File: src/rv_fetch_pkg.sv
package rv_fetch_pkg;

    localparam int xlen = 32;

    typedef logic [xlen-1:0] addr_t;
    typedef logic [xlen-1:0] word_t;
    typedef logic [3:0]      cfg_addr_t;
    typedef logic [1:0]      axi_resp_t;

    // Configuration register map.
    localparam cfg_addr_t cfg_ctrl_off = 4'h0;  // Bit 0 is fetch enable.
    localparam cfg_addr_t cfg_boot_off = 4'h4;

    localparam addr_t boot_reset_value = 32'h8000_0000;

    localparam axi_resp_t resp_okay   = 2'b00;
    localparam axi_resp_t resp_slverr = 2'b10;

    typedef enum logic [1:0] {
        f_idle,
        f_addr,
        f_data,
        f_out
    } fetch_state_t;

endpackage

File: src/fetch_cfg.sv
`timescale 1ns/10ps

module fetch_cfg #(
    parameter rv_fetch_pkg::addr_t boot_reset = rv_fetch_pkg::boot_reset_value
) (
    input  logic                    clk,
    input  logic                    rst_n,
    input  logic                    cfg_awvalid,
    output logic                    cfg_awready,
    input  rv_fetch_pkg::cfg_addr_t cfg_awaddr,
    input  logic                    cfg_wvalid,
    output logic                    cfg_wready,
    input  rv_fetch_pkg::word_t     cfg_wdata,
    output logic                    cfg_bvalid,
    input  logic                    cfg_bready,
    output rv_fetch_pkg::axi_resp_t cfg_bresp,
    input  logic                    cfg_arvalid,
    output logic                    cfg_arready,
    input  rv_fetch_pkg::cfg_addr_t cfg_araddr,
    output logic                    cfg_rvalid,
    input  logic                    cfg_rready,
    output rv_fetch_pkg::word_t     cfg_rdata,
    output rv_fetch_pkg::axi_resp_t cfg_rresp,
    output logic                    fetch_en,
    output rv_fetch_pkg::addr_t     boot_pc
);
    import rv_fetch_pkg::*;

    logic      aw_full;
    logic      w_full;
    cfg_addr_t aw_addr_q;
    word_t     w_data_q;
    logic      aw_hs;
    logic      w_hs;
    logic      ar_hs;
    logic      wr_go;
    cfg_addr_t wr_addr;
    word_t     wr_data;

    assign cfg_awready = !aw_full && !cfg_bvalid;  // Stalls while b is pending.
    assign cfg_wready  = !w_full && !cfg_bvalid;
    assign cfg_arready = !cfg_rvalid;

    assign aw_hs = cfg_awvalid && cfg_awready;
    assign w_hs  = cfg_wvalid && cfg_wready;
    assign ar_hs = cfg_arvalid && cfg_arready;

    // Address and data may arrive in either order or together.
    assign wr_go   = (aw_full || aw_hs) && (w_full || w_hs);
    assign wr_addr = aw_full ? aw_addr_q : cfg_awaddr;
    assign wr_data = w_full ? w_data_q : cfg_wdata;

    always_ff @(posedge clk or negedge rst_n) begin
        if (!rst_n) begin
            aw_full    <= 1'b0;
            w_full     <= 1'b0;
            cfg_bvalid <= 1'b0;
            cfg_bresp  <= resp_okay;
            cfg_rvalid <= 1'b0;
            cfg_rresp  <= resp_okay;
            fetch_en   <= 1'b0;
            boot_pc    <= boot_reset;
        end else begin
            if (wr_go) begin
                aw_full    <= 1'b0;
                w_full     <= 1'b0;
                cfg_bvalid <= 1'b1;
                cfg_bresp  <= resp_okay;
                case (wr_addr)
                    cfg_ctrl_off: fetch_en <= wr_data[0];
                    cfg_boot_off: boot_pc <= wr_data;
                    default:      cfg_bresp <= resp_slverr;
                endcase
            end else begin
                if (aw_hs) aw_full <= 1'b1;
                if (w_hs) w_full <= 1'b1;
                if (cfg_bvalid && cfg_bready) cfg_bvalid <= 1'b0;
            end

            if (ar_hs) begin
                cfg_rvalid <= 1'b1;
                cfg_rresp  <= (cfg_araddr == cfg_ctrl_off || cfg_araddr == cfg_boot_off) ?
                              resp_okay : resp_slverr;
            end else if (cfg_rready) begin
                cfg_rvalid <= 1'b0;
            end
        end
    end

    always_ff @(posedge clk) begin
        if (aw_hs) aw_addr_q <= cfg_awaddr;
        if (w_hs) w_data_q <= cfg_wdata;
        if (ar_hs) begin
            case (cfg_araddr)
                cfg_ctrl_off: cfg_rdata <= {{(xlen-1){1'b0}}, fetch_en};
                cfg_boot_off: cfg_rdata <= boot_pc;
                default:      cfg_rdata <= '0;  // Unmapped reads as zero.
            endcase
        end
    end

endmodule

File: src/pc_gen.sv
`timescale 1ns/10ps

module pc_gen (
    input  logic                clk,
    input  logic                rst_n,
    input  logic                fetch_en,
    input  rv_fetch_pkg::addr_t boot_pc,
    input  logic                redirect,
    input  rv_fetch_pkg::addr_t redirect_pc,
    input  logic                advance,
    output rv_fetch_pkg::addr_t pc,
    output logic                flush
);
    import rv_fetch_pkg::*;

    addr_t pc_next;

    // Redirect takes priority over a delivery in the same cycle.
    always_comb begin
        pc_next = pc;
        if (!fetch_en) begin
            pc_next = boot_pc;  // Parked on boot while disabled.
        end else if (redirect) begin
            pc_next = redirect_pc;
        end else if (advance) begin
            pc_next = pc + addr_t'(4);
        end
    end

    always_ff @(posedge clk or negedge rst_n) begin
        if (!rst_n) begin
            pc <= '0;
        end else begin
            pc <= pc_next;
        end
    end

    // Tells the fetch engine its request is on the old path.
    assign flush = fetch_en && redirect;

endmodule

File: src/fetch_axi_rd.sv
`timescale 1ns/10ps

module fetch_axi_rd (
    input  logic                    clk,
    input  logic                    rst_n,
    input  logic                    fetch_en,
    input  logic                    hold,
    input  rv_fetch_pkg::addr_t     pc,
    input  logic                    flush,
    output logic                    advance,
    output logic                    imem_arvalid,
    input  logic                    imem_arready,
    output rv_fetch_pkg::addr_t     imem_araddr,
    input  logic                    imem_rvalid,
    output logic                    imem_rready,
    input  rv_fetch_pkg::word_t     imem_rdata,
    input  rv_fetch_pkg::axi_resp_t imem_rresp,
    output logic                    inst_valid,
    output rv_fetch_pkg::addr_t     inst_pc,
    output rv_fetch_pkg::word_t     inst_data,
    input  logic                    inst_ready
);
    import rv_fetch_pkg::*;

    fetch_state_t state;
    fetch_state_t state_next;
    logic         stale;
    logic         kill;
    addr_t        req_pc;

    // Disabling fetch discards in-flight work just like a redirect.
    assign kill = flush || !fetch_en;

    always_comb begin
        state_next = state;
        case (state)
            f_idle: begin
                if (fetch_en && !hold && !flush) state_next = f_addr;
            end
            f_addr: begin
                if (imem_arready) state_next = f_data;
            end
            f_data: begin
                if (imem_rvalid) state_next = (stale || kill) ? f_idle : f_out;
            end
            f_out: begin
                if (inst_ready || kill) state_next = f_idle;
            end
            default: state_next = f_idle;
        endcase
    end

    always_ff @(posedge clk or negedge rst_n) begin
        if (!rst_n) begin
            state <= f_idle;
            stale <= 1'b0;
        end else begin
            state <= state_next;
            if (state == f_data && imem_rvalid) begin
                stale <= 1'b0;
            end else if (kill && (state == f_addr || state == f_data)) begin
                stale <= 1'b1;  // Response still has to be drained.
            end
        end
    end

    always_ff @(posedge clk) begin
        if (state == f_idle && state_next == f_addr) req_pc <= pc;
        if (state == f_data && imem_rvalid) inst_data <= imem_rdata;
    end

    // Only one read is ever outstanding.
    assign imem_arvalid = (state == f_addr);
    assign imem_rready  = (state == f_data);
    assign imem_araddr  = req_pc;

    assign inst_valid = (state == f_out);
    assign inst_pc    = req_pc;
    assign advance    = inst_valid && inst_ready;

endmodule

File: src/rv_fetch.sv
`timescale 1ns/10ps

module rv_fetch #(
    parameter rv_fetch_pkg::addr_t boot_reset = rv_fetch_pkg::boot_reset_value
) (
    input  logic                    clk,
    input  logic                    rst_n,
    input  logic                    cfg_awvalid,
    output logic                    cfg_awready,
    input  rv_fetch_pkg::cfg_addr_t cfg_awaddr,
    input  logic                    cfg_wvalid,
    output logic                    cfg_wready,
    input  rv_fetch_pkg::word_t     cfg_wdata,
    output logic                    cfg_bvalid,
    input  logic                    cfg_bready,
    output rv_fetch_pkg::axi_resp_t cfg_bresp,
    input  logic                    cfg_arvalid,
    output logic                    cfg_arready,
    input  rv_fetch_pkg::cfg_addr_t cfg_araddr,
    output logic                    cfg_rvalid,
    input  logic                    cfg_rready,
    output rv_fetch_pkg::word_t     cfg_rdata,
    output rv_fetch_pkg::axi_resp_t cfg_rresp,
    output logic                    imem_arvalid,
    input  logic                    imem_arready,
    output rv_fetch_pkg::addr_t     imem_araddr,
    input  logic                    imem_rvalid,
    output logic                    imem_rready,
    input  rv_fetch_pkg::word_t     imem_rdata,
    input  rv_fetch_pkg::axi_resp_t imem_rresp,
    output logic                    inst_valid,
    output rv_fetch_pkg::addr_t     inst_pc,
    output rv_fetch_pkg::word_t     inst_data,
    input  logic                    inst_ready,
    input  logic                    redirect,
    input  rv_fetch_pkg::addr_t     redirect_pc,
    input  logic                    hold
);
    import rv_fetch_pkg::*;

    logic  fetch_en;
    addr_t boot_pc;
    addr_t pc;
    logic  flush;
    logic  advance;

    fetch_cfg #(
        .boot_reset(boot_reset)
    ) i_cfg (
        .clk        (clk),
        .rst_n      (rst_n),
        .cfg_awvalid(cfg_awvalid),
        .cfg_awready(cfg_awready),
        .cfg_awaddr (cfg_awaddr),
        .cfg_wvalid (cfg_wvalid),
        .cfg_wready (cfg_wready),
        .cfg_wdata  (cfg_wdata),
        .cfg_bvalid (cfg_bvalid),
        .cfg_bready (cfg_bready),
        .cfg_bresp  (cfg_bresp),
        .cfg_arvalid(cfg_arvalid),
        .cfg_arready(cfg_arready),
        .cfg_araddr (cfg_araddr),
        .cfg_rvalid (cfg_rvalid),
        .cfg_rready (cfg_rready),
        .cfg_rdata  (cfg_rdata),
        .cfg_rresp  (cfg_rresp),
        .fetch_en   (fetch_en),
        .boot_pc    (boot_pc)
    );

    pc_gen i_pc (
        .clk        (clk),
        .rst_n      (rst_n),
        .fetch_en   (fetch_en),
        .boot_pc    (boot_pc),
        .redirect   (redirect),
        .redirect_pc(redirect_pc),
        .advance    (advance),
        .pc         (pc),
        .flush      (flush)
    );

    fetch_axi_rd i_rd (
        .clk         (clk),
        .rst_n       (rst_n),
        .fetch_en    (fetch_en),
        .hold        (hold),
        .pc          (pc),
        .flush       (flush),
        .advance     (advance),
        .imem_arvalid(imem_arvalid),
        .imem_arready(imem_arready),
        .imem_araddr (imem_araddr),
        .imem_rvalid (imem_rvalid),
        .imem_rready (imem_rready),
        .imem_rdata  (imem_rdata),
        .imem_rresp  (imem_rresp),
        .inst_valid  (inst_valid),
        .inst_pc     (inst_pc),
        .inst_data   (inst_data),
        .inst_ready  (inst_ready)
    );

endmodule

File: config.mk
export PLATFORM = sky130hd
export DESIGN_NAME = rv_fetch
export DESIGN_NICKNAME = d
export VERILOG_FILES = /design/src/rv_fetch_pkg.sv /design/src/fetch_cfg.sv /design/src/pc_gen.sv /design/src/fetch_axi_rd.sv /design/src/rv_fetch.sv
export SDC_FILE = /design/constraint.sdc
export NUM_CORES = 1
export LEC_CHECK = 0
export BUFFER_PORTS_ARGS = -buffer_cell sky130_fd_sc_hd__buf_2
export CAP_MARGIN = 10
export CORE_UTILIZATION = 23
export DETAILED_ROUTE_END_ITERATION = 10
export PLACE_DENSITY = 0.52
export REMOVE_ABC_BUFFERS = 1
export SLEW_MARGIN = 25
export SYNTH_ARGS = -nofsm -noshare
export SYNTH_HDL_FRONTEND = slang
export SYNTH_SLANG_ARGS = --single-unit
File: constraint.sdc
create_clock -name clk -period 2.16 [get_ports clk]
set_input_delay 0.324 -clock clk [delete_from_list [all_inputs] [get_ports clk]]
set_output_delay 0.324 -clock clk [all_outputs]
set_load 0.02 [all_outputs]
==> flow_summary.html <==
<table>
<tr><th>Metric</th><th>Value</th></tr>
<tr><th colspan="2">Critical path</th></tr>
<tr><td>Critical Path Fanout Max</td><td>9</td></tr>
<tr><td>Setup crit end kind</td><td>flop</td></tr>
<tr><td>CP max stage cell</td><td>sky130_fd_sc_hd__dfrtp_1</td></tr>
<tr><td>Start-to-end type of the worst setup path</td><td>flop to flop</td></tr>
<tr><td>Arr. time, crit path</td><td>2370 ps</td></tr>
<tr><td>Req. time, crit path</td><td>2580 ps</td></tr>
<tr><td>Critical path cell sequence</td><td>nand3_1, nor4_2, buf_12, nand4_1, mux2i_1, a221o_1</td></tr>
<tr><td>Worst setup SP type</td><td>flop</td></tr>
<tr><td>Peak per-stage delay on the critical path</td><td>470 ps</td></tr>
<tr><th colspan="2">Power and ir drop</th></tr>
<tr><td>Switching portion of total power</td><td>34.9%</td></tr>
<tr><td>Total net switching power</td><td>0.00537 W</td></tr>
<tr><td>Power consumption</td><td>0.0154 W</td></tr>
<tr><td>Highest ir drop seen on vdd</td><td>0.690 mV</td></tr>
<tr><td>Static leakage</td><td>5.10 nW</td></tr>
<tr><td>Relative contribution of sequential cells to total power</td><td>42.4%</td></tr>
<tr><td>Combinational Power Share</td><td>29.7%</td></tr>
<tr><td>Relative contribution of the clock network to total power</td><td>27.8%</td></tr>
<tr><td>Power Internal</td><td>0.0100 W</td></tr>
<tr><td>Pwr/cell area</td><td>1250 nW/um^2</td></tr>
<tr><th colspan="2">Synthesis</th></tr>
<tr><td>Number of enable flip-flop cells after synthesis</td><td>132</td></tr>
<tr><td>Primary FF master, synth</td><td>sky130_fd_sc_hd__edfxtp_1</td></tr>
<tr><td>Portion of the post-synthesis area used by sequential elements</td><td>66.1%</td></tr>
<tr><td>Share of synthesized registers carrying an async set or reset</td><td>35.9%</td></tr>
<tr><td>Gate count after technology mapping</td><td>642</td></tr>
<tr><td>Mean cell area of the mapped netlist</td><td>13.7 sq um</td></tr>
<tr><td>Post-synthesis instance area</td><td>8800 sq um</td></tr>
<tr><td>Number of register bits inferred by synthesis</td><td>206</td></tr>
<tr><td>Number of warnings issued by yosys</td><td>0</td></tr>
<tr><td>Number of unique standard cell types used by synthesis</td><td>52</td></tr>
<tr><th colspan="2">Clock network</th></tr>
<tr><td>Clock insertion delay at the later pin of the skew report</td><td>540 ps</td></tr>
<tr><td>H-tree Lvls</td><td>1</td></tr>
<tr><td>Clock sink total</td><td>206</td></tr>
<tr><td>Clock Path Buffers</td><td>3</td></tr>
<tr><td>Post-CTS setup buffer count</td><td>0</td></tr>
<tr><td>TritonCTS clock tree</td><td>yes</td></tr>
<tr><td>CTS root buf</td><td>sky130_fd_sc_hd__clkbuf_16</td></tr>
<tr><td>CTS clock-pin slew for the worst setup and hold paths</td><td>60 ps</td></tr>
<tr><td>Clock buffer count from CTS</td><td>26</td></tr>
<tr><th colspan="2">Layout</th></tr>
<tr><td>Diode insertion count for antenna repair</td><td>0</td></tr>
<tr><td>Synthesis-to-finish area growth</td><td>39.3%</td></tr>
<tr><td>Final std cell area, no fill</td><td>12,300 sq um</td></tr>
<tr><td>Number of nets in the layout</td><td>1,088</td></tr>
<tr><td>Layout cells sized above 1</td><td>41.4%</td></tr>
<tr><th colspan="2">Die</th></tr>
<tr><td>Initial standard-cell utilization of the core</td><td>23.4%</td></tr>
<tr><td>Rows</td><td>71</td></tr>
<tr><td>Core box area</td><td>37,700 sq um</td></tr>
<tr><td>DIE AREA</td><td>39,100 sq um</td></tr>
<tr><td>Die Y</td><td>198 um</td></tr>
<tr><td>Top Ports</td><td>258</td></tr>
<tr><td>Horizontal extent of the die</td><td>198 um</td></tr>
<tr><th colspan="2">Global route</th></tr>
<tr><td>Global-route wire length before repair</td><td>38,800 um</td></tr>
<tr><td>Antenna violations before repair</td><td>1</td></tr>
<tr><td>Overall overflow remaining after global route</td><td>0</td></tr>
<tr><td>Number of global-route vias before repair</td><td>6,365</td></tr>
<tr><td>Global-route total usage across every layer</td><td>13.2%</td></tr>
<tr><td>Pin count of the biggest net entering global routing</td><td>48</td></tr>
<tr><th colspan="2">Place</th></tr>
<tr><td>I/O Buffers</td><td>253</td></tr>
<tr><td>DP HPWL</td><td>18,500 um</td></tr>
<tr><td>Worst setup slack after placement</td><td>188 ps</td></tr>
<tr><td>Gpl congestion</td><td>0.799</td></tr>
<tr><td>Dpl cell area</td><td>10,700 sq um</td></tr>
<tr><th colspan="2">STA</th></tr>
<tr><td>Post-route setup slack</td><td>211 ps</td></tr>
<tr><td>RSZ-0062 raised after global routing</td><td>false</td></tr>
<tr><td>Measured slew at the worst slew-check pin</td><td>961 ps</td></tr>
<tr><td>Final Hold Vio Count</td><td>0</td></tr>
<tr><td>Max-Slew Margin vs Limit</td><td>36.0%</td></tr>
<tr><td>Count of final setup violators</td><td>0</td></tr>
<tr><td>Number of slew-limit violations in the final report</td><td>0</td></tr>
<tr><td>Top achievable clock speed</td><td>513 MHz</td></tr>
<tr><td>Final clock period utilization by the worst path</td><td>90.2%</td></tr>
<tr><td>Final min period</td><td>1950 ps</td></tr>
<tr><td>Clock Skew</td><td>10.8 ps</td></tr>
<tr><th colspan="2">Detailed routing</th></tr>
<tr><td>DRC errors left</td><td>0</td></tr>
<tr><td>Detailed Route WL</td><td>26,400 um</td></tr>
<tr><td>Pre-Repair DR Iteration Count</td><td>4</td></tr>
<tr><td>Routed wire length per instance</td><td>17.6 um</td></tr>
<tr><td>Overall via count from detail_route</td><td>6,501</td></tr>
<tr><td>Number of violations reported at the end of detailed-routing iteration 0</td><td>258</td></tr>
<tr><td>Residual antenna-violating net count after detailed routing</td><td>0</td></tr>
<tr><td>Ratio of routed vias to standard cells</td><td>4.35</td></tr>
<tr><th colspan="2">Worst hold path</th></tr>
<tr><td>Hold WC Path Type</td><td>input pin to flop</td></tr>
<tr><th colspan="2">Outcome</th></tr>
<tr><td>Result of the run</td><td>finished clean</td></tr>
<tr><th colspan="2">Run</th></tr>
<tr><td>Max-capacitance violation count</td><td>0</td></tr>
</table>
layout make-up:
type	instances	area, sq um
fillers	3835	25400
clock buffers	27	676
repair buffers	359	2320
inverters	7	26.3
well taps	511	639
clock inverters	21	173
flip-flops and latches	206	5820
multi-input cells	365	2610
registers in the layout (all words and copies together) (netlist names), 2 cells and up:
name and flops:
i_cfg.aw_addr_q 4, i_cfg.boot_pc 32, i_cfg.cfg_rdata 32, i_cfg.w_data_q 32, i_pc.pc 32, i_rd.imem_araddr 32, i_rd.inst_data 32, i_rd.state 2
worst paths after layout:
path | slack, ps | endpoint | from | cells past startpoint
max reg2reg | 210 | i_pc.pc[21]$_DFFE_PN0P_ | i_pc.pc[4]$_DFFE_PN0P_ | 6
min | 80 | i_pc.pc[3]$_DFFE_PN0P_ | redirect_pc[3] | 3
min reg2reg | 460 | i_rd.imem_araddr[1]$_DFFE_PP_ | i_pc.pc[1]$_DFFE_PN0P_ | 0
min in group asynchronous | 270 | i_cfg.cfg_bvalid$_DFFE_PN0P_ | rst_n | 2
max in group asynchronous | 1230 | i_rd.stale$_DFFE_PN0P_ | rst_n | 3
max | 210 | i_pc.pc[21]$_DFFE_PN0P_ | i_pc.pc[4]$_DFFE_PN0P_ | 6
what timing repair did:
| action | CTS | global route |
|---|---|---|
| gates resized for setup | 0 | 1 |
| hold buffers | 72 | 0 |
| hold endpoints to repair | 97 | 0 |
| endpoints found under the setup margin | 0 | 1 |
stage by stage:
step | setup TNS, ps | std cells | util (%) | hold slack [ps]
3_5_place_dp | 0 | 1376 | 28.4 | 301
3_3_place_gp | 0 | 1376 | 28.4 | 295
4_1_cts | 0 | 1496 | 32.5 | 41.1
2_1_floorplan | -52110 | 578 | - | 28.4
6_report | 0 | 1496 | 32.5 | 84.0
5_1_grt | 0 | 1496 | 32.5 | 64.2
layout by cell type, fill, tap and decap left out, drive strengths merged, types with 6 or more instances in the layout:
cell / instances
dlygate4sd3: 72
buf: 287
and3: 35
o21ai: 24
a22o: 7
nand4: 15
clkinv: 11
a21oi: 44
nor2b: 7
nand2: 28
nand3: 17
nor3: 8
nor2: 25
a2bb2oi: 8
a22oi: 19
clkbuf: 27
edfxtp: 132
inv: 8
nor4: 6
dfrtp: 73
mux2: 67
clkinvlp: 7
cells by family after synthesis:
family,Yosys count,synth area share [%]
simple gates,156,9.81
mux,72,9.14
buf+inv,72,4.62
fa+ha+maj,5,0.711
xor+xnor,1,0.0995
other cells,1,0.0426
flops,206,66.1
compound gates,129,9.48
synthesized netlist by cell type (8+ instances only):
cell type	n	area, sq um
sky130_fd_sc_hd__a21oi_1	44	220
sky130_fd_sc_hd__a22oi_1	19	143
sky130_fd_sc_hd__a2bb2oi_1	8	70.1
sky130_fd_sc_hd__and3_1	35	219
sky130_fd_sc_hd__buf_4	35	263
sky130_fd_sc_hd__clkbuf_1	25	93.8
sky130_fd_sc_hd__dfrtp_1	73	1830
sky130_fd_sc_hd__edfxtp_1	132	3960
sky130_fd_sc_hd__mux2_2	67	754
sky130_fd_sc_hd__nand2_1	28	105
sky130_fd_sc_hd__nand3_1	17	85.1
sky130_fd_sc_hd__nand4_1	14	87.6
sky130_fd_sc_hd__nor2_1	25	93.8
sky130_fd_sc_hd__nor3_1	8	40.0
sky130_fd_sc_hd__o21ai_0	24	120
critical path: cells and delay by family (launching register included):
kind                   cells  cell delay (ps)
buffers and inverters      1              180
DFF                        1              470
AOI/OAI and AO/OA          1              250
and+or+nand+nor            3              800
muxes                      1              140
per-layer routing:
| layer | routed length [um] | track usage (%) | up-vias | share of wire [%] |
|---|---|---|---|---|
| li1 | - | - | 3067 | - |
| met5 | 13 | 0 | - | 0.049 |
| met4 | 573 | 3.07 | 2 | 2.2 |
| met1 | 12300 | 17.9 | 3164 | 47 |
| met3 | 1470 | 2.68 | 35 | 5.6 |
| met2 | 12000 | 21.7 | 233 | 46 |
power groups by stage:
stage | Clock (W) | Sequential [W] | Combinational, W
6_report | 0.00428 | 0.00652 | 0.00457
5_1_grt | 0.00459 | 0.00671 | 0.00502
4_1_cts | 0.00446 | 0.00655 | 0.00464
3_5_place_dp | 0 | 0.00662 | 0.00452
3_3_place_gp | 0 | 0.00658 | 0.00447
2_1_floorplan | 0 | 0.00704 | 0.00209
Note: power is estimated with default switching activity, not from simulation.
